## src/mem_pkg.sv

```systemverilog
`default_nettype none

package mem_pkg;

  // Access size of a load or store.
  typedef enum logic [1:0] {
    OP_LS_WORD     = 2'd0,
    OP_LS_HALFWORD = 2'd1,
    OP_LS_BYTE     = 2'd2
  } ls_op_t;

  // One operation presented to the data-memory stage.
  typedef struct packed {
    logic        load;
    logic        store;
    ls_op_t      ls_op;
    logic        sext;        // Sign extend sub-word loads.
    logic [31:0] addr;        // AGU address.
    logic [31:0] store_data;
  } mem_req_t;

  // Stage to data RAM.
  typedef struct packed {
    logic        rd;
    logic        wr;
    logic [31:0] addr;
    logic [31:0] wr_data;
    logic [3:0]  wr_be;       // Bit 3 is lane 0, bits 31:24.
  } cache_req_t;

  // Stage to trickbox.
  typedef struct packed {
    logic        read;
    logic        write;
    logic [31:0] addr;
    logic [31:0] data;
  } tb_req_t;

  // Trickbox window is 4 KB.
  localparam int TB_WINDOW_BITS = 12;

  // Register offsets inside the window.
  localparam logic [TB_WINDOW_BITS-1:0] TB_OFS_SCRATCH = 12'h000;
  localparam logic [TB_WINDOW_BITS-1:0] TB_OFS_STORES  = 12'h004;
  localparam logic [TB_WINDOW_BITS-1:0] TB_OFS_CHAR    = 12'h008;

endpackage

`default_nettype wire

```

## src/trickbox.sv

```systemverilog
`timescale 1ns/1ps
`default_nettype none

module trickbox #(
  parameter int                    ADDR_WIDTH = 32,
  parameter logic [ADDR_WIDTH-1:0] TB_BASE    = 32'hFFFF_F000
) (
  input  wire                clock,
  input  wire                reset_n,

  input  mem_pkg::tb_req_t   tb_req,
  output logic               taken,
  output logic [31:0]        rdata,

  output logic [7:0]         char_out,
  output logic               char_valid
);

  localparam int WIN = mem_pkg::TB_WINDOW_BITS;

  logic           hit;
  logic [WIN-1:0] ofs;
  logic           wr_en;
  logic [31:0]    scratch;
  logic [31:0]    store_cnt;
  logic [7:0]     char_q;

  assign hit = (tb_req.addr[ADDR_WIDTH-1:WIN] == TB_BASE[ADDR_WIDTH-1:WIN]);

  // Word offset, byte bits dropped.
  assign ofs = {tb_req.addr[WIN-1:2], 2'b00};

  assign taken = hit && (tb_req.read || tb_req.write);
  assign wr_en = taken && tb_req.write;

  always_comb begin
    case (ofs)
      mem_pkg::TB_OFS_SCRATCH: begin
        rdata = scratch;
      end
      mem_pkg::TB_OFS_STORES: begin
        rdata = store_cnt;
      end
      mem_pkg::TB_OFS_CHAR: begin
        rdata = {24'h0, char_q};
      end
      default: begin
        rdata = 32'h0;
      end
    endcase
  end

  always_ff @(posedge clock or negedge reset_n) begin
    if (!reset_n) begin
      scratch    <= 32'h0;
      store_cnt  <= 32'h0;
      char_q     <= 8'h0;
      char_valid <= 1'b0;
    end else begin
      char_valid <= 1'b0;
      if (wr_en) begin
        store_cnt <= store_cnt + 32'd1; // Any window write, wraps.
        if (ofs == mem_pkg::TB_OFS_SCRATCH) begin
          scratch <= tb_req.data;
        end
        if (ofs == mem_pkg::TB_OFS_CHAR) begin
          char_q     <= tb_req.data[7:0];
          char_valid <= 1'b1;
        end
      end
    end
  end

  assign char_out = char_q;

endmodule

`default_nettype wire

```

## config.mk

```make
export PLATFORM = sky130hd
export DESIGN_NAME = trickbox
export DESIGN_NICKNAME = d
export VERILOG_FILES = /design/src/mem_pkg.sv /design/src/trickbox.sv
export SDC_FILE = /design/constraint.sdc
export NUM_CORES = 1
export LEC_CHECK = 0
export ABC_AREA = 0
export BUFFER_PORTS_ARGS = -buffer_cell sky130_fd_sc_hd__buf_4
export CORE_UTILIZATION = 30
export CTS_CLUSTER_DIAMETER = 30
export DETAILED_ROUTE_END_ITERATION = 16
export SLEW_MARGIN = 20
export SYNTH_ARGS = -nofsm -noshare
export SYNTH_HDL_FRONTEND = slang
export SYNTH_SLANG_ARGS = --single-unit
```

## constraint.sdc

```tcl
create_clock -name clock -period 2.3 [get_ports clock]
set_input_delay 0.46 -clock clock [delete_from_list [all_inputs] [get_ports clock]]
set_output_delay 0.46 -clock clock [all_outputs]
set_load 0.01 [all_outputs]
```

Word level (Yosys, flattened, before mapping)
Cells that the tools add are included.
{"block": "op_classes", "muxes": 3, "add_sub_neg": 1, "n_reduce_logical": 6, "eq_ne": 3}
{"cell": "$pmux 32 s3", "n": 1}
{"cell": "$add 32x1->32 const B", "n": 1}
{"cell": "$eq 20x20->1 const B", "n": 1}
{"cell": "$logic_not 12->1", "n": 1}
{"cell": "$eq 10x1->1 const B", "n": 1}
{"cell": "$eq 10x2->1 const B", "n": 1}
{"cell": "$reduce_and 2->1", "n": 2}
{"cell": "$logic_and 1x1->1", "n": 2}
{"cell": "$mux 1", "n": 2}
{"cell": "$logic_or 1x1->1", "n": 1}
{"block": "totals", "wordCells": 17, "ff_bits": 73}

Logic depth before layout (Yosys ltp)
Gate-level depths: netlist of run 1.
{"block": "depth", "ltp_word": 4, "depth_mapped": 7, "depth_no_buf": 5}

Worst setup path before layout of run 1
Ideal clock, no wire load.
{"block": "synth_timing", "path_type": "input port to output port", "start": "in tb_req[37] in the netlist's numbering", "end": "out rdata[10]", "path_slack_ps": 153, "n_path_buf": 1, "path_stages": 5, "arrival_ps": 1687, "path_cell_list": "nor4_1 > nand2_1 > nor3b_1 > buf_2 > a22o_1"}
{"block": "synth_via", "elab_chain_cells": 2, "word_cells_on_any_way": 4, "classes_between": "2 x eq/ne; 1 x mux; 1 x reduce/logical"}
{"element": "from (decl)", "line": "trickbox.sv:11", "rtl": "input mem_pkg::tb_req_t tb_req,"}
{"element": "$eq 10x2->1 (tied with other cells)", "line": "trickbox.sv:37", "rtl": "case (ofs)"}
{"element": "$pmux 32 s3 *", "line": "trickbox.sv:37"}
{"element": "to (decl)", "line": "trickbox.sv:13", "rtl": "output logic [31:0] rdata,"}
Mark *: on every way between the ends. The rest lies on a longest branch, timed or not.

Worst setup path after layout of run 1
{"block": "layout_timing", "start": "in tb_req[40] in the netlist's numbering", "end": "out rdata[14]"}
Same word-level chain as after synthesis.

==> results of run 1 <==
-- cell families after synthesis --
group | count (synthesis) | share of synthesized area (%)
flip-flops | 73 | 49.5
XOR/XNOR | 31 | 7.36
AND/OR/NAND/NOR | 87 | 14.3
AO/OA/AOI/OAI | 32 | 7.87
multiplexers | 41 | 15.6
buffers and inverters | 30 | 5.02
adder cells (fa/ha/maj) | 1 | 0.339
-- cell type report --
type / count / area, um^2
Clock buffer: 15 / 298
Clock inverter: 1 / 30.0
Fill cell: 1150 / 6740
Inverter: 15 / 56.3
Multi-Input combinational cell: 192 / 1730
Sequential cell: 73 / 1830
Tap cell: 147 / 184
Timing Repair Buffer: 130 / 1150
-- power by group --
group / switching, mW / leakage [nW] / total [mW] / internal [mW]
clock: 0.512 / 0.162 / 1.50 / 0.989
sequential: 0.00000125 / 0.989 / 1.28 / 1.28
combinational: 0.0565 / 1.50 / 0.138 / 0.0816
-- metrics by stage --
stage,TNS [ns],area [um^2]
floorplan,0,3690
global placement,-2.40,4730
detailed placement,-2.19,4730
CTS,0,5070
global route,-1.00,5280
finish,0,5280
-- cells in the mapped netlist, types with 6 or more instances --
cell type  number  area [um^2]
mux2_2         11          124
nand4_1        12         75.1
buf_2           6         30.0
a222oi_1        8         80.1
xnor2_1         8         70.1
a22o_1         24          210
nand2_1        14         52.6
dfrtp_1        73         1830
inv_1          15         56.3
nor4_1          9         56.3
nor3_1         12         60.1
nor2_1         12         45.0
xor2_1         23          201
mux2_4         30          450
nand3_1         9         45.0
-- worst register-to-register path, cell delays in order (launching register included) --
cell,delay [ns]
dfrtp_1,0.45
nand4_1,0.23
nor2_1,0.20
nand3_1,0.09
buf_4,0.22
nor4_1,0.38
xor2_1,0.19
-- metal layers --
metal / part of all wire [%] / vias up / global-route usage, %
met2: 46 / 91 / 23.7
met4: 1.9 / 0 / 6.32
met5: 0 / - / 0
met1: 47 / 1371 / 20.4
met3: 5.3 / 14 / 2.84
li1: - / 1329 / -
-- registers in the layout, summed over array words and instances (netlist names) --
name	flops
scratch	32
store_cnt	32
char_out	8
char_valid	1
-- repair_timing --
item,CTS,global route
pin swaps,2,3
hold endpoints to repair,0,0
resized for setup,2,19
setup endpoints to repair,32,32
buffers inserted,1,2
gates cloned,0,4
-- path summary, 6_finish.rpt --
kind	end	slack [ns]	depth (start not counted)
setup / recovery	rdata[14]	0.006	8
setup reg to reg	store_cnt[16]$_DFFE_PN0P_	0.46	6
max in group asynchronous	scratch[13]$_DFFE_PN0P_	1.64	2
hold / removal	scratch[25]$_DFFE_PN0P_	0.08	1
min in group clock	char_valid$_DFF_PN0_	0.36	2
hold reg to reg	store_cnt[31]$_DFFE_PN0P_	0.47	1
==> impl_metrics.json, run 1 <==
{
  "stdcell_count": 573,
  "syn_inst": 295,
  "clkSinkCount": 73,
  "ys.flop_type": "dfrtp_1",
  "timing.max_slew.rel_slack_pct": 69.2,
  "numCtsBuffers": 9,
  "grt_max_degree": 41,
  "crit_fanout": 6,
  "run_status": "completed",
  "cp-startpoint": "tb_req[40]",
  "layout_setup_ws_ns": 0.00620,
  "fin_crit_sh_pct": 99.7,
  "detail-route-antenna-nets": 0,
  "crit_path_end_kind": "output port",
  "fmax_mhz": 436,
  "die_h_um": 113,
  "grt_pass1_vias": 2887,
  "grt_overflow": 0,
  "grt_pass1_wl_um": 14800,
  "wl_per_cell_um": 16.7,
  "ctsHoldBuffers": 0,
  "synth_seq_cells": 73,
  "drtIter0Drc": 121,
  "h-tree-depth": 3,
  "worstMarginPinSlew_ns": 0.463,
  "crit_chain": "buf_4 -> nor4_4 -> nand2_2 -> nor3b_4 -> buf_12 -> clkbuf_16 -> a22o_1 -> buf_6",
  "antenna_found_initial": 0,
  "layout.nets": 490,
  "synth.yosys.seq_area_share_pct": 49.5,
  "post-place-ws_ns": -0.120,
  "via_per_inst": 4.90,
  "syn_area_um2": 3690,
  "dr.pass1.iters": 5,
  "crit_family": "simple AND/OR/NAND/NOR gates",
  "hp-class": "primary input to async pin",
  "final_common_cell": "buf_4",
  "gp_congestion": 0.737,
  "cts_buffer_depth": 2,
  "post_synth.cell_area_avg_um2": 12.5,
  "fin_util_pct": 43.9,
  "syn_to_final_growth_pct": 43.0,
  "die_x_um": 113,
  "drive_gt1_share_pct": 47.4,
  "path_clk_slew_ns": 0.06,
  "clk_latency_ns": 0.33,
  "drc_errors": 0,
  "ys_warn_count": 0,
  "p_leak_nw": 2.65,
  "dieArea_um2": 12700,
  "io_buffer_count": 107,
  "power_density_nw_per_um2": 554,
  "cts_tree": "done",
  "crit_required_ns": 1.84,
  "worst_hold_slack_ns": 0.0779,
  "fin_crit_ns": 2.29,
  "core_area_um2": 12000,
  "initial_core_util_pct": 30.7,
  "ys_types": 32,
  "syn_nets": 364,
  "grt_usage_pct": 15.1,
  "hpwl_um": 6460,
  "drt_wl_total_um": 9550,
  "finalHoldViolations": 0,
  "final_cell_mix": "buf_4, dfrtp_1, mux2_4, a22o_1, xor2_1",
  "cp_slowest_stage_delay_ns": 0.26,
  "setup_viol": 0,
  "clock-skew-final_ns": 0.00427,
  "crit_type": "primary input to output port",
  "antennaDiodeCount": 0,
  "total_power_mw": 2.92,
  "maxCapViolations": 0,
  "dp_cells": 550,
  "async_flop_share_pct": 100,
  "path_buf_inv": 4,
  "ctsRootBufferMaster": "clkbuf_16",
  "startpoint_type": "primary input",
  "num_rows": 40,
  "critical-path-slowest-cell": "nor4_4",
  "r2r_start": "store_cnt[2]$_DFFE_PN0P_",
  "num_io_pins": 110,
  "synth_edf_count": 0,
  "cp.arrival_ns": 1.83,
  "rsz0062_at_grt": "true",
  "dr_total_vias": 2805,
  "drv_slew": 0,
  "vdd_drop_max_mv": 0.324
}
No activity file was read; power rests on OpenSTA's default activity.
==> inputs of run 2 (changes only) <==
Settings changed: REMOVE_ABC_BUFFERS set to 1.
==> run 2 against run 1 <==
  * The run now ends with negative setup slack left
  * Via count fell by 1.1%
  * Clock power is essentially flat
  * Worst hold slack better by 0.019 ns
  * Clock-buffer cell count down 4
  * Power barely moved
  * Critical path type unchanged
==> impl_metrics.json, run 2 (synthesis results as in run 1) <==
{
  "final_cell_mix": "buf_4, dfrtp_1, mux2_4, a22o_1, xor2_1",
  "crit_fanout": 5,
  "detail-route-antenna-nets": 0,
  "fin_crit_sh_pct": 100,
  "drive_gt1_share_pct": 46.9,
  "startpoint_type": "primary input",
  "num_rows": 40,
  "grt_pass1_wl_um": 14700,
  "crit_type": "primary input to output port",
  "fin_crit_ns": 2.30,
  "layout_setup_ws_ns": -0.00497,
  "die_x_um": 113,
  "maxCapViolations": 0,
  "p_leak_nw": 2.61,
  "regArea_um2": 1830,
  "placed_cell_area_um2": 4710,
  "core_area_um2": 12000,
  "fmax_mhz": 434,
  "crit_chain": "buf_6 -> nor4_4 -> nand2_1 -> buf_6 -> nor3b_4 -> buf_6 -> buf_6 -> a22o_1 -> buf_4",
  "finalHoldViolations": 0,
  "worstSetupPathDepth": 9,
  "path_common_cell": "buf_6",
  "cp_slowest_stage_delay_ns": 0.26,
  "numCtsBuffers": 9,
  "num_io_pins": 110,
  "drc_errors": 0,
  "multi_input_comb_area_um2": 1730,
  "setup_viol": 1,
  "clkSinkCount": 73,
  "path_clk_slew_ns": 0.06,
  "post-place-ws_ns": -0.115,
  "ctsRootBufferMaster": "clkbuf_16",
  "dr_total_vias": 2773,
  "initial_core_util_pct": 30.7,
  "power_density_nw_per_um2": 562,
  "crit_path_end_kind": "output port",
  "drv_slew": 0,
  "io_buffer_count": 107,
  "syn_to_final_growth_pct": 40.9,
  "timing.max_slew.rel_slack_pct": 66.4,
  "rsz0062_at_grt": "true",
  "crit_required_ns": 1.84,
  "cp.arrival_ns": 1.84,
  "hpwl_um": 6200,
  "fillers": 1124,
  "grt_pass1_vias": 2747,
  "vdd_drop_max_mv": 0.308,
  "crit_family": "buffers and inverters",
  "wl_per_cell_um": 16.1,
  "fin_area_um2": 5200,
  "die_h_um": 113,
  "via_per_inst": 4.87,
  "run_status": "complete, but fails checks",
  "critical-path-slowest-cell": "nor4_4",
  "dieArea_um2": 12700,
  "h-tree-depth": 3,
  "dr.pass1.iters": 4,
  "clk_latency_ns": 0.33,
  "gp_congestion": 0.750,
  "clock-skew-final_ns": 0.00491,
  "worstMarginPinSlew_ns": 0.505,
  "cts_tree": "done",
  "antenna_found_initial": 0,
  "grt_overflow": 0,
  "grt_max_degree": 39,
  "fin_util_pct": 43.3,
  "violations": "negative setup slack",
  "hp-class": "primary input to async pin",
  "drt_wl_total_um": 9140,
  "drtIter0Drc": 187,
  "cts_buffer_depth": 2,
  "layout.nets": 488,
  "antennaDiodeCount": 0,
  "worst_hold_slack_ns": 0.0969,
  "final_common_cell": "buf_4",
  "path_buf_inv": 5,
  "r2r_cells": 5,
  "grt_usage_pct": 15.1
}
run 2: cell count changes in the layout (fill, tap and decap cells not counted), moves of 2 or more:
cell,delta
buf_12,-2
buf_4,-2
buf_6,+5
clkbuf_16,-2
clkbuf_8,-3
run 2: final timing paths:
kind,startpoint,end,slack (ns)
max reg2reg,store_cnt[14]$_DFFE_PN0P_,store_cnt[28]$_DFFE_PN0P_,0.39
min in group clock,tb_req[15],scratch[15]$_DFFE_PN0P_,0.36
max in group asynchronous,reset_n,scratch[16]$_DFFE_PN0P_,1.61
max,tb_req[37],rdata[26],-0.005
min,reset_n,scratch[1]$_DFFE_PN0P_,0.1
min reg2reg,store_cnt[31]$_DFFE_PN0P_,store_cnt[31]$_DFFE_PN0P_,0.47
run 2: metal layers:
layer	part of all wire [%]	wire length (um)	up-vias	global-route usage (%)
met4	0.95	87	0	6.32
met2	50	4530	78	24.4
met1	46	4160	1358	19.9
li1	-	-	1329	-
met5	0	0	-	0
met3	4.0	364	8	3.00
run 2: cell type report:
| type | instances | area share, % |
|---|---|---|
| inverters | 15 | 1.08 |
| clock buffers | 11 | 4.86 |
| well taps | 147 | 3.54 |
| repair buffers | 128 | 21.0 |
| flip-flops and latches | 73 | 35.1 |
| multi-input cells | 192 | 33.2 |
| clock inverters | 3 | 1.25 |
run 2: report_power, final:
| group | internal, mW | switching [mW] |
|---|---|---|
| clock network | 0.994 | 0.507 |
| registers | 1.28 | 0.00000114 |
| logic | 0.0815 | 0.0554 |
| total | 2.36 | 0.563 |
run 2: metrics by stage:
stage / setup TNS [ns] / instances / total power [mW]
6_report: -0.00497 / 569 / 2.92
5_1_grt: -2.70 / 569 / 3.04
4_1_cts: -0.000761 / 567 / 2.97
3_5_place_dp: -1.82 / 548 / 1.44
3_3_place_gp: -0.492 / 548 / 1.44
2_1_floorplan: -63.33 / 280 / 1.32
run 2: timing repair:
item	in CTS	in global routing
pin swaps	2	4
gates cloned	2	1
gates resized for setup	12	11
hold buffers	0	0
endpoints found under the setup margin	32	32
setup buffers	3	1
