===== config.mk =====
export PLATFORM = sky130hd
export DESIGN_NAME = mem_stage
export DESIGN_NICKNAME = d
export VERILOG_FILES = /design/src/mem_pkg.sv /design/src/mem_stage.sv
export SDC_FILE = /design/constraint.sdc
export NUM_CORES = 1
export LEC_CHECK = 0
export BUFFER_PORTS_ARGS = -buffer_cell sky130_fd_sc_hd__buf_2
export CAP_MARGIN = 10
export CORE_AREA = 3 3 117 119
export DETAILED_ROUTE_END_ITERATION = 8
export DIE_AREA = 0 0 120 122
export SLEW_MARGIN = 40
export SYNTH_ARGS = -nofsm -noshare
export SYNTH_HDL_FRONTEND = slang
export SYNTH_SLANG_ARGS = --single-unit

===== constraint.sdc =====
create_clock -name vclk -period 2.3
set_clock_uncertainty 0.05 [all_clocks]
set_input_delay 0.345 -clock vclk [all_inputs]
set_output_delay 0.345 -clock vclk [all_outputs]
set_load 0.03 [all_outputs]

===== src/mem_pkg.sv =====
`default_nettype none

package mem_pkg;

  // Access size of a load or store.
  typedef enum logic [1:0] {
    OP_LS_WORD     = 2'd0,
    OP_LS_HALFWORD = 2'd1,
    OP_LS_BYTE     = 2'd2
  } ls_op_t;

  // One operation presented to the data-memory stage.
  typedef struct packed {
    logic        load;
    logic        store;
    ls_op_t      ls_op;
    logic        sext;        // Sign extend sub-word loads.
    logic [31:0] addr;        // AGU address.
    logic [31:0] store_data;
  } mem_req_t;

  // Stage to data RAM.
  typedef struct packed {
    logic        rd;
    logic        wr;
    logic [31:0] addr;
    logic [31:0] wr_data;
    logic [3:0]  wr_be;       // Bit 3 is lane 0, bits 31:24.
  } cache_req_t;

  // Stage to trickbox.
  typedef struct packed {
    logic        read;
    logic        write;
    logic [31:0] addr;
    logic [31:0] data;
  } tb_req_t;

  // Trickbox window is 4 KB.
  localparam int TB_WINDOW_BITS = 12;

  // Register offsets inside the window.
  localparam logic [TB_WINDOW_BITS-1:0] TB_OFS_SCRATCH = 12'h000;
  localparam logic [TB_WINDOW_BITS-1:0] TB_OFS_STORES  = 12'h004;
  localparam logic [TB_WINDOW_BITS-1:0] TB_OFS_CHAR    = 12'h008;

endpackage

`default_nettype wire


===== src/mem_stage.sv =====
`timescale 1ns/1ps
`default_nettype none

module mem_stage (
  input  wire                   clock,
  input  wire                   reset_n,

  input  mem_pkg::mem_req_t     req,

  output mem_pkg::cache_req_t   cache_req,
  input  wire [31:0]            cache_rdata,
  input  wire                   cache_waitrequest,

  output mem_pkg::tb_req_t      tb_req,
  input  wire                   tb_taken,
  input  wire [31:0]            tb_rdata,

  output logic [31:0]           result,
  output logic                  stall
);

  logic [1:0]  word_idx;
  logic [31:0] byte_shifted;
  logic [31:0] half_shifted;
  logic [31:0] load_word;
  logic [31:0] store_word;
  logic [3:0]  store_be;
  logic        stall_q;

  assign word_idx = req.addr[1:0];

  // Only the RAM can hold the pipeline.
  assign stall = cache_waitrequest;

  // Trickbox sees whole words regardless of size.
  assign tb_req.read  = req.load;
  assign tb_req.write = req.store;
  assign tb_req.addr  = req.addr;
  assign tb_req.data  = req.store_data;

  // Claimed accesses never reach the RAM.
  assign cache_req.rd      = req.load && !tb_taken;
  assign cache_req.wr      = req.store && !tb_taken;
  assign cache_req.addr    = req.addr;
  assign cache_req.wr_data = store_word;
  assign cache_req.wr_be   = store_be;

  // Lane 0 is the most significant byte.
  assign byte_shifted = cache_rdata >> {~word_idx, 3'b000};
  assign half_shifted = cache_rdata >> {~word_idx[1], 4'b0000};

  always_comb begin
    case (req.ls_op)
      mem_pkg::OP_LS_BYTE: begin
        load_word = {{24{req.sext && byte_shifted[7]}}, byte_shifted[7:0]};
      end
      mem_pkg::OP_LS_HALFWORD: begin
        load_word = {{16{req.sext && half_shifted[15]}}, half_shifted[15:0]};
      end
      default: begin
        load_word = cache_rdata;
      end
    endcase
  end

  // Replicate, then let the enables pick the lanes.
  always_comb begin
    case (req.ls_op)
      mem_pkg::OP_LS_BYTE: begin
        store_word = {4{req.store_data[7:0]}};
        store_be   = 4'b1000 >> word_idx;
      end
      mem_pkg::OP_LS_HALFWORD: begin
        store_word = {2{req.store_data[15:0]}};
        store_be   = word_idx[1] ? 4'b0011 : 4'b1100;
      end
      default: begin
        store_word = req.store_data;
        store_be   = 4'b1111;
      end
    endcase
  end

  always_comb begin
    if (tb_taken) begin
      result = tb_rdata;
    end else if (req.load) begin
      result = load_word;
    end else begin
      result = req.addr; // Non-memory ops pass the address.
    end
  end

  always_ff @(posedge clock or negedge reset_n) begin
    if (!reset_n) begin
      stall_q <= 1'b0;
    end else begin
      stall_q <= stall;
    end
  end

  a_half_aligned: assert property (
    @(posedge clock) disable iff (!reset_n)
    ((req.load || req.store) && req.ls_op == mem_pkg::OP_LS_HALFWORD) |-> !req.addr[0]
  ) else $error("halfword access at odd lane index");

  a_one_kind: assert property (
    @(posedge clock) disable iff (!reset_n)
    !(req.load && req.store)
  ) else $error("load and store high together");

  // Producer must hold the operation across a RAM wait.
  a_req_held: assert property (
    @(posedge clock) disable iff (!reset_n)
    stall_q |-> (req == $past(req))
  ) else $error("request changed while stalled");

endmodule

`default_nettype wire


# Yosys cells after proc, flatten, opt, wreduce, memory -nomap -nowiden
# Index checks and enable logic that the tools add are counted.
# word_totals
register_bits	0
output_inout_bits	169
elab_cells	18
# op_classes
n_eq_ne	2
shift	3
n_mux	6
bitwise	2
n_reduce_logical	5
# ops
operator	count
$pmux W32 S2	2
$mux W32	2
$shr A32 B5 Y16	1
$shr A32 B5 Y8	1
$pmux W4 S2	1
$logic_and A1 B1 Y1	4
$mux W4	1
$shr A4 B2 Y4 const A	1
$eq A2 B1 Y1 const B	1
$eq A2 B2 Y1 const B	1
$not A2 Y2	1
$logic_not A1 Y1	1
$not A1 Y1	1

# Longest topological paths before layout
# Gate-level depths: netlist of run 1.
# logic_depth
depth_word	6
mapped_depth	8
mapped_depth_nobuf	6

# Worst setup path after synthesis of run 1
# OpenSTA, ideal clock, no wires.
# synth_path
path_kind	input-to-output
from	input req[65] in the netlist's numbering
to	output result[26]
t_arrival_ns	2.183
required_ns	1.905
setup_slack_ns	-0.278
cell_stages	8
n_path_buf	2
cell_sequence	inv_1 -> ha_1 -> buf_2 -> buf_1 -> nand2_1 -> nand3_1 -> o21ai_0 -> o31ai_1
# synth_via
elab_chain_len	4
word_cells_on_any_way	5
# synth_rtl
item	line	text
start: declaration	mem_stage.sv:8	input mem_pkg::mem_req_t req,
$eq A2 B1 Y1 / $eq A2 B2 Y1 (equally long branches)	mem_stage.sv:53	case (req.ls_op)
$pmux W32 S2 (*)	mem_stage.sv:53	
$mux W32 (*)	mem_stage.sv:87	end else if (req.load) begin
$mux W32 (*)	mem_stage.sv:85	if (tb_taken) begin
end: declaration	mem_stage.sv:18	output logic [31:0] result,
# Every way passes the cells marked *; elsewhere a longest branch is shown, timed or not.

# Worst setup path in the final report of run 1
# layout_path
from	input req[66] in the netlist's numbering
to	output result[0]
# Same word-level chain as after synthesis.

==> qor.json, run 1 <==
{
  "result_of_the_run": "finished clean",
  "syn-num-nets": 591,
  "firstDrtPassIters": 4,
  "ys.warnings.count": 0,
  "intPower_uw": 475,
  "route.top_layer_used": "met5",
  "leakage_nw": 2.20,
  "endpoint_class_of_the_critical_path": "output port",
  "top_level_ports": 306,
  "wirelength_met1_mm": 5.46,
  "achievable-frequency_mhz": 438,
  "mappedNetlistArea_um2": 2700,
  "ratio_of_cells_with_drive_above_1_in_the_final_layout_pct": 59.6,
  "num-nets-final": 787,
  "detailroute.via_count": 3850,
  "timing.final.hold_violations": 0,
  "netlist-cell-type-count": 34,
  "grt_util_all_layers_pct": 17.5,
  "regArea_um2": 0,
  "syn_to_final_growth_pct": 54.0,
  "first_global_vias": 3700,
  "design.die.area_um2": 14600,
  "dpl_worst_slack_ns": -0.0792,
  "post-route-drc-count": 0,
  "post_synth_main_area_contributors": "sky130_fd_sc_hd__buf_4 30%, sky130_fd_sc_hd__nand2_1 12%, sky130_fd_sc_hd__o21ai_0 8.2%",
  "finalCritPeriodShare_pct": 99.4,
  "rsz0062_at_grt": "yes",
  "crit_required_ns": 1.90,
  "critPathMaxFanout": 8,
  "post-route-min-period_ns": 2.29,
  "power-per-cell-area_nw_per_um2": 335,
  "grt_pass1_wl_mm": 20.4,
  "switching_share_pct": 65.9,
  "synthDominantCellAreaShare_pct": 29.8,
  "slew_viol_final": 0,
  "met2_wirelength_mm": 7.71,
  "routed_wirelength_mm": 14.4,
  "port_buffers": 302,
  "die-width_um": 120,
  "vdd_ir_drop_max_mv": 0.160,
  "syn-instance-count": 452,
  "worstSetupEndpoint": "result[0]",
  "floorplan.rows": 41,
  "nFillCells": 1447,
  "tightest_slew_ns": 0.376,
  "clockBufferCount": 0,
  "post_drt_via_cell_ratio": 4.71,
  "start_kind": "input port",
  "number_of_drc_markers_in_iteration_0": 191,
  "finalSetupViolations": 0,
  "antenna_cells": 0,
  "dpl.hpwl_mm": 12.0,
  "aggregate_negative_setup_slack_ns": 0,
  "timing.hold.worst.class": "in -> out",
  "core_area_um2": 12700,
  "synth.avg_cell_area_um2": 5.97,
  "post_drt_wl_per_cell_um": 17.7,
  "routabilityCongestion": 0.746,
  "die_h_um": 122,
  "grt_start_max_net_pins": 56,
  "yosysTopAreaCell": "sky130_fd_sc_hd__buf_4",
  "globalRouteOverflowTotal": 0,
  "synth.yosys.seq_area_share_pct": 0,
  "met3RoutedLength_mm": 1.06,
  "share_comb_of_total_power_pct": 100.0,
  "numSequentialCells": 0,
  "p_switching_uw": 919,
  "drtAntennaViolNets": 0,
  "path_class": "in -> out",
  "multiInputGateArea_um2": 2000,
  "relative_contribution_of_sequential_cells_to_total_power_pct": 0,
  "relSlewSlack_pct": 74.9,
  "maxCapViolations": 0,
  "crit_arrival_ns": 1.89,
  "share_clk_of_total_power_pct": 0,
  "postLayoutSetupSlackWorst_ns": 0.0147,
  "critical_path.startpoint": "req[66]",
  "antenna_found_initial": 2,
  "floorplan.initialDensity_pct": 21.3
}
how the worst min path moves through the flow:
stage / from / endpoint / slack [ns] / cells after the start
after floorplan: req[6] / cache_req[10] / 0.77 / 1
after global placement: cache_waitrequest / stall / 0.64 / 0
after detailed placement: cache_waitrequest / stall / 0.64 / 0
after CTS: cache_waitrequest / stall / 0.64 / 0
after global routing: cache_waitrequest / stall / 0.64 / 0
final: cache_waitrequest / stall / 0.64 / 0
synth_stat cells, drive strengths merged:
| cell | instances |
|---|---|
| a31oi | 1 |
| buf | 122 |
| mux2 | 1 |
| a21o | 3 |
| inv | 7 |
| nor2b | 6 |
| o22ai | 1 |
| clkbuf | 24 |
| o21ai | 44 |
| a211o | 5 |
| nor3 | 21 |
| and2 | 1 |
| a21oi | 10 |
| nand3 | 17 |
| a221oi | 6 |
| a22oi | 16 |
| a221o | 2 |
| nand2 | 84 |
| nand2b | 12 |
| mux2i | 3 |
| or2 | 2 |
| o32a | 1 |
| nor2 | 13 |
| o31ai | 16 |
| o211ai | 14 |
| ha | 2 |
| and3 | 1 |
| a211oi | 3 |
| a22o | 13 |
| a311oi | 1 |
power by group through the flow:
stage               combinational, mW  sequential, mW  clock (mW)
floorplan                       0.972               0           0
global placement                 1.33               0           0
detailed placement               1.33               0           0
CTS                              1.35               0           0
global route                     1.49               0           0
finish                           1.39               0           0
per-stage QoR:
step	utilization, %	hold slack, ns	total power, mW	instance area [µm²]	std cells
after global routing	32.8	0.640	1.49	4160	818
after detailed placement	30.6	0.640	1.33	3880	811
after CTS	31.0	0.640	1.35	3920	811
after global placement	30.6	0.640	1.33	3880	811
after floorplan	-	0.772	0.972	2860	452
final	32.8	0.640	1.39	4160	818
final cells by class:
type | count | share of cell area (%)
inverters | 7 | 0.632
multi-input cells | 299 | 48.0
well taps | 172 | 5.18
repair buffers | 340 | 46.2
worst max-delay path, cell delays in order:
cell and delay [ns]:
sky130_fd_sc_hd__buf_2 0.12, sky130_fd_sc_hd__inv_1 0.05, sky130_fd_sc_hd__ha_2 0.21, sky130_fd_sc_hd__a21o_4 0.24
sky130_fd_sc_hd__a21o_2 0.23, sky130_fd_sc_hd__and2_4 0.18, sky130_fd_sc_hd__a221o_2 0.35, sky130_fd_sc_hd__buf_4 0.17
placed cells by master (no fill, tap or decap), types with 3 or more instances in the layout:
cell type                  synthesis  layout
sky130_fd_sc_hd__o31ai_4           0      10
sky130_fd_sc_hd__buf_12            0       3
sky130_fd_sc_hd__a22o_1           13      13
sky130_fd_sc_hd__o211ai_1         14      14
sky130_fd_sc_hd__buf_4           107      47
sky130_fd_sc_hd__inv_1             6       5
sky130_fd_sc_hd__nand2_1          84      83
sky130_fd_sc_hd__a211o_1           5       5
sky130_fd_sc_hd__a221oi_2          0       3
sky130_fd_sc_hd__nor2b_1           6       4
sky130_fd_sc_hd__a21oi_1          10      10
sky130_fd_sc_hd__buf_6             3       3
sky130_fd_sc_hd__o21ai_0          44      43
sky130_fd_sc_hd__nand3_1          17      17
sky130_fd_sc_hd__a22oi_1          16      15
sky130_fd_sc_hd__nor3_2            0       7
sky130_fd_sc_hd__nor2_1           13      12
sky130_fd_sc_hd__nand2b_1         12      12
sky130_fd_sc_hd__nor3_1           21      14
sky130_fd_sc_hd__buf_2             9     283
sky130_fd_sc_hd__o31ai_2           0       4
cell families after synthesis:
logic type	after synthesis	share of synthesized area, %
simple gates	157	25.7
buf+inv	153	37.4
compound gates	136	34.4
mux	4	1.53
fa+ha+maj	2	0.927
metal layers:
metal	up-vias	global-route usage, %
met1	1738	20.0
met3	16	2.32
met4	4	2.15
met2	216	35.0
met5	-	0
li1	1876	-
timing repair:
| action | 4_1_cts | 5_1_grt |
|---|---|---|
| setup buffers | 0 | 4 |
| gates resized for setup | 10 | 56 |
| cloned | 0 | 3 |
| hold buffers | 0 | 0 |
| setup endpoints to repair | 13 | 29 |
| pin swaps | 0 | 3 |
Note: power is estimated with default switching activity, not from simulation.
==> run 2, diff against run 1 <==
--- a/config.mk
+++ b/config.mk
@@ -7,9 +7,12 @@
 export LEC_CHECK = 0
 export BUFFER_PORTS_ARGS = -buffer_cell sky130_fd_sc_hd__buf_2
 export CAP_MARGIN = 10
-export CORE_AREA = 3 3 117 119
+export CELL_PAD_IN_SITES_DETAIL_PLACEMENT = 1
+export CELL_PAD_IN_SITES_GLOBAL_PLACEMENT = 1
+export CORE_MARGIN = 3
+export CORE_UTILIZATION = 21
 export DETAILED_ROUTE_END_ITERATION = 8
-export DIE_AREA = 0 0 120 122
+export PLACE_DENSITY_LB_ADDON = 0.1
 export SLEW_MARGIN = 40
 export SYNTH_ARGS = -nofsm -noshare
 export SYNTH_HDL_FRONTEND = slang
==> run 2 against run 1 <==
Effect of this change:
- routed wire length shrank 2.3%
- hold slack about the same
- final cell count shrank 1.7%
- critical endpoint unchanged
- largest cell class unchanged
- largest power group unchanged
==> qor.json, run 2 (synthesis results as in run 1) <==
{
  "design.die.area": {"value": 14200, "unit": "µm²", "change": "-2.7%"},
  "finalCritPeriodShare": {"value": 98.1, "unit": "%", "change": "-1.3 points"},
  "layout_common_cells": "288 x sky130_fd_sc_hd__buf_2, 84 x sky130_fd_sc_hd__nand2_1, 39 x sky130_fd_sc_hd__o21ai_0, 36 x sky130_fd_sc_hd__buf_4, 19 x sky130_fd_sc_hd__nor3_1",
  "ratio_of_cells_with_drive_above_1_in_the_final_layout": {"value": 58.3, "unit": "%", "change": "-1.3 points"},
  "path_class": "in -> out",
  "relSlewSlack": {"value": 71.5, "unit": "%", "change": "-3.4 points"},
  "maxCapViolations": {"value": 0, "change": "unchanged"},
  "rsz0062_at_grt": "yes",
  "postLayoutCellArea": {"value": 4010, "unit": "µm²", "change": "-3.6%"},
  "globalRouteOverflowTotal": {"value": 0, "change": "unchanged"},
  "number_of_drc_markers_in_iteration_0": {"value": 155, "change": "-19%"},
  "vdd_ir_drop_max": {"value": 0.137, "unit": "mV", "change": "-14%"},
  "grt_util_all_layers": {"value": 18.0, "unit": "%", "change": "+0.56 points"},
  "leakage": {"value": 2.13, "unit": "nW", "change": "-3.1%"},
  "post-route-drc-count": {"value": 0, "change": "unchanged"},
  "post-route-min-period": {"value": 2.26, "unit": "ns", "change": "-0.0288 ns"},
  "slew_viol_final": {"value": 0, "change": "unchanged"},
  "clockBufferCount": {"value": 0, "change": "unchanged"},
  "drtAntennaViolNets": {"value": 0, "change": "unchanged"},
  "dpl.hpwl": {"value": 12.0, "unit": "mm", "change": "about the same"},
  "cts_hold_buffers": {"value": 0, "change": "unchanged"},
  "floorplan.initialDensity": {"value": 22.0, "unit": "%", "change": "+0.71 points"},
  "top_level_ports": {"value": 306, "change": "unchanged"},
  "antenna_found_initial": {"value": 2, "change": "unchanged"},
  "multiInputGateArea": {"value": 1960, "unit": "µm²", "change": "-1.8%"},
  "post_drt_via_cell_ratio": {"value": 4.75, "change": "+0.97%"},
  "detailroute.via_count": {"value": 3821, "change": "-0.75%"},
  "crit_arrival": {"value": 1.86, "unit": "ns", "change": "-0.03 ns"},
  "cp_slowest_stage_delay": {"value": 0.35, "unit": "ns", "change": "about the same"},
  "layout.cells.most_common": "sky130_fd_sc_hd__buf_2",
  "endpoint_class_of_the_critical_path": "output port",
  "grt_pass1_wl": {"value": 21.4, "unit": "mm", "change": "+5.1%"},
  "path_buf_inv": {"value": 4, "change": "+1"},
  "port_buffers": {"value": 302, "change": "unchanged"},
  "regArea": {"value": 0, "unit": "µm²", "change": "unchanged"},
  "finalSetupViolations": {"value": 0, "change": "unchanged"},
  "tightest_slew": {"value": 0.426, "unit": "ns", "change": "+0.0498 ns"},
  "power-per-cell-area": {"value": 340, "unit": "nW/µm²", "change": "+1.3%"},
  "die_h": {"value": 119, "unit": "µm", "change": "-2.2%"},
  "start_kind": "input port",
  "core_area": {"value": 12300, "unit": "µm²", "change": "-3.2%"},
  "crit_required": {"value": 1.90, "unit": "ns", "change": "about the same"},
  "final_core_utilization": {"value": 32.7, "unit": "%", "change": "-0.11 points"},
  "num-nets-final": {"value": 777, "change": "-1.3%"},
  "post_dp_cell_area": {"value": 3850, "unit": "µm²", "change": "-0.58%"},
  "first_global_vias": {"value": 3907, "change": "+5.6%"},
  "critical_path.cell_chain": "buf_2 -> inv_1 -> ha_4 -> nor2b_2 -> buf_6 -> a221o_1 -> a221o_2 -> buf_4",
  "timing.final.hold_violations": {"value": 0, "change": "unchanged"},
  "firstDrtPassIters": {"value": 4, "change": "unchanged"},
  "timing.hold.worst.class": "in -> out",
  "antenna_cells": {"value": 0, "change": "unchanged"},
  "achievable-frequency": {"value": 443, "unit": "MHz", "change": "+1.3%"},
  "critPathMaxFanout": {"value": 10, "change": "+2"},
  "result_of_the_run": "finished clean",
  "floorplan.rows": {"value": 40, "change": "-2.4%"},
  "timing.critical_path.max_delay_family": "compound AO/OA/AOI/OAI gates",
  "worst_path_max_delay_cell": "sky130_fd_sc_hd__a221o_2",
  "numSequentialCells": {"value": 0, "change": "unchanged"},
  "post_drt_wl_per_cell": {"value": 17.6, "unit": "µm", "change": "-0.62%"},
  "routabilityCongestion": {"value": 0.778, "change": "+4.3%"},
  "routed_wirelength": {"value": 14.1, "unit": "mm", "change": "-2.3%"},
  "grt_start_max_net_pins": {"value": 50, "change": "-11%"},
  "syn_to_final_growth_pct": 48.5,
  "nFillCells": {"value": 1639, "change": "+13%"},
  "die-width": {"value": 119, "unit": "µm", "change": "-0.53%"}
}
[run 2: cell types whose count changed in the layout (fill, tap and decap cells not counted), sizes merged]
cell    change
buf         -8
clkbuf      -2
[run 2: layer usage]
metal  global-route usage (%)  vias to the layer above  wire length [µm]
met4                     1.00                        4                48
met2                     35.6                      179              7420
met5                        0                        -                27
met3                     2.85                        6              1060
li1                         -                     1857                 -
met1                     21.2                     1775              5560
[run 2: final timing paths]
| path | start | endpoint | slack [ns] | depth (start not counted) |
|---|---|---|---|---|
| worst max-delay path | req[65] | result[0] | 0.04 | 8 |
| worst min-delay path | cache_waitrequest | stall | 0.64 | 0 |
[run 2: metrics by stage]
stage | TNS [ns] | std cells | worst slack (ns) | hold WS [ns] | total power [mW]
2_1_floorplan | -0.832 | 452 | -0.0791 | 0.772 | 0.972
3_3_place_gp | -0.139 | 803 | -0.0543 | 0.640 | 1.32
3_5_place_dp | -0.527 | 803 | -0.0619 | 0.640 | 1.33
4_1_cts | 0 | 803 | 0.00402 | 0.640 | 1.35
5_1_grt | -0.0308 | 804 | -0.0215 | 0.640 | 1.46
6_report | 0 | 804 | 0.0435 | 0.640 | 1.36
[run 2: repair_timing]
action / CTS / global route
buffers inserted: 0 / 1
setup endpoints to repair: 18 / 30
resized for setup: 8 / 43
pin swaps: 1 / 3
[run 2: report_power, final]
| group | leakage, nW | total [mW] | switching [mW] | internal, mW |
|---|---|---|---|---|
| logic | 2.13 | 1.36 | 0.909 | 0.453 |
| clock network | 0 | 0 | 0 | 0 |
| registers | 0 | 0 | 0 | 0 |
[run 2: cell type report]
class                           count  share of cell area [%]
Multi-Input combinational cell    299                    48.9
Timing Repair Buffer              330                    45.2
Tap cell                          168                    5.25
Inverter                            7                   0.656
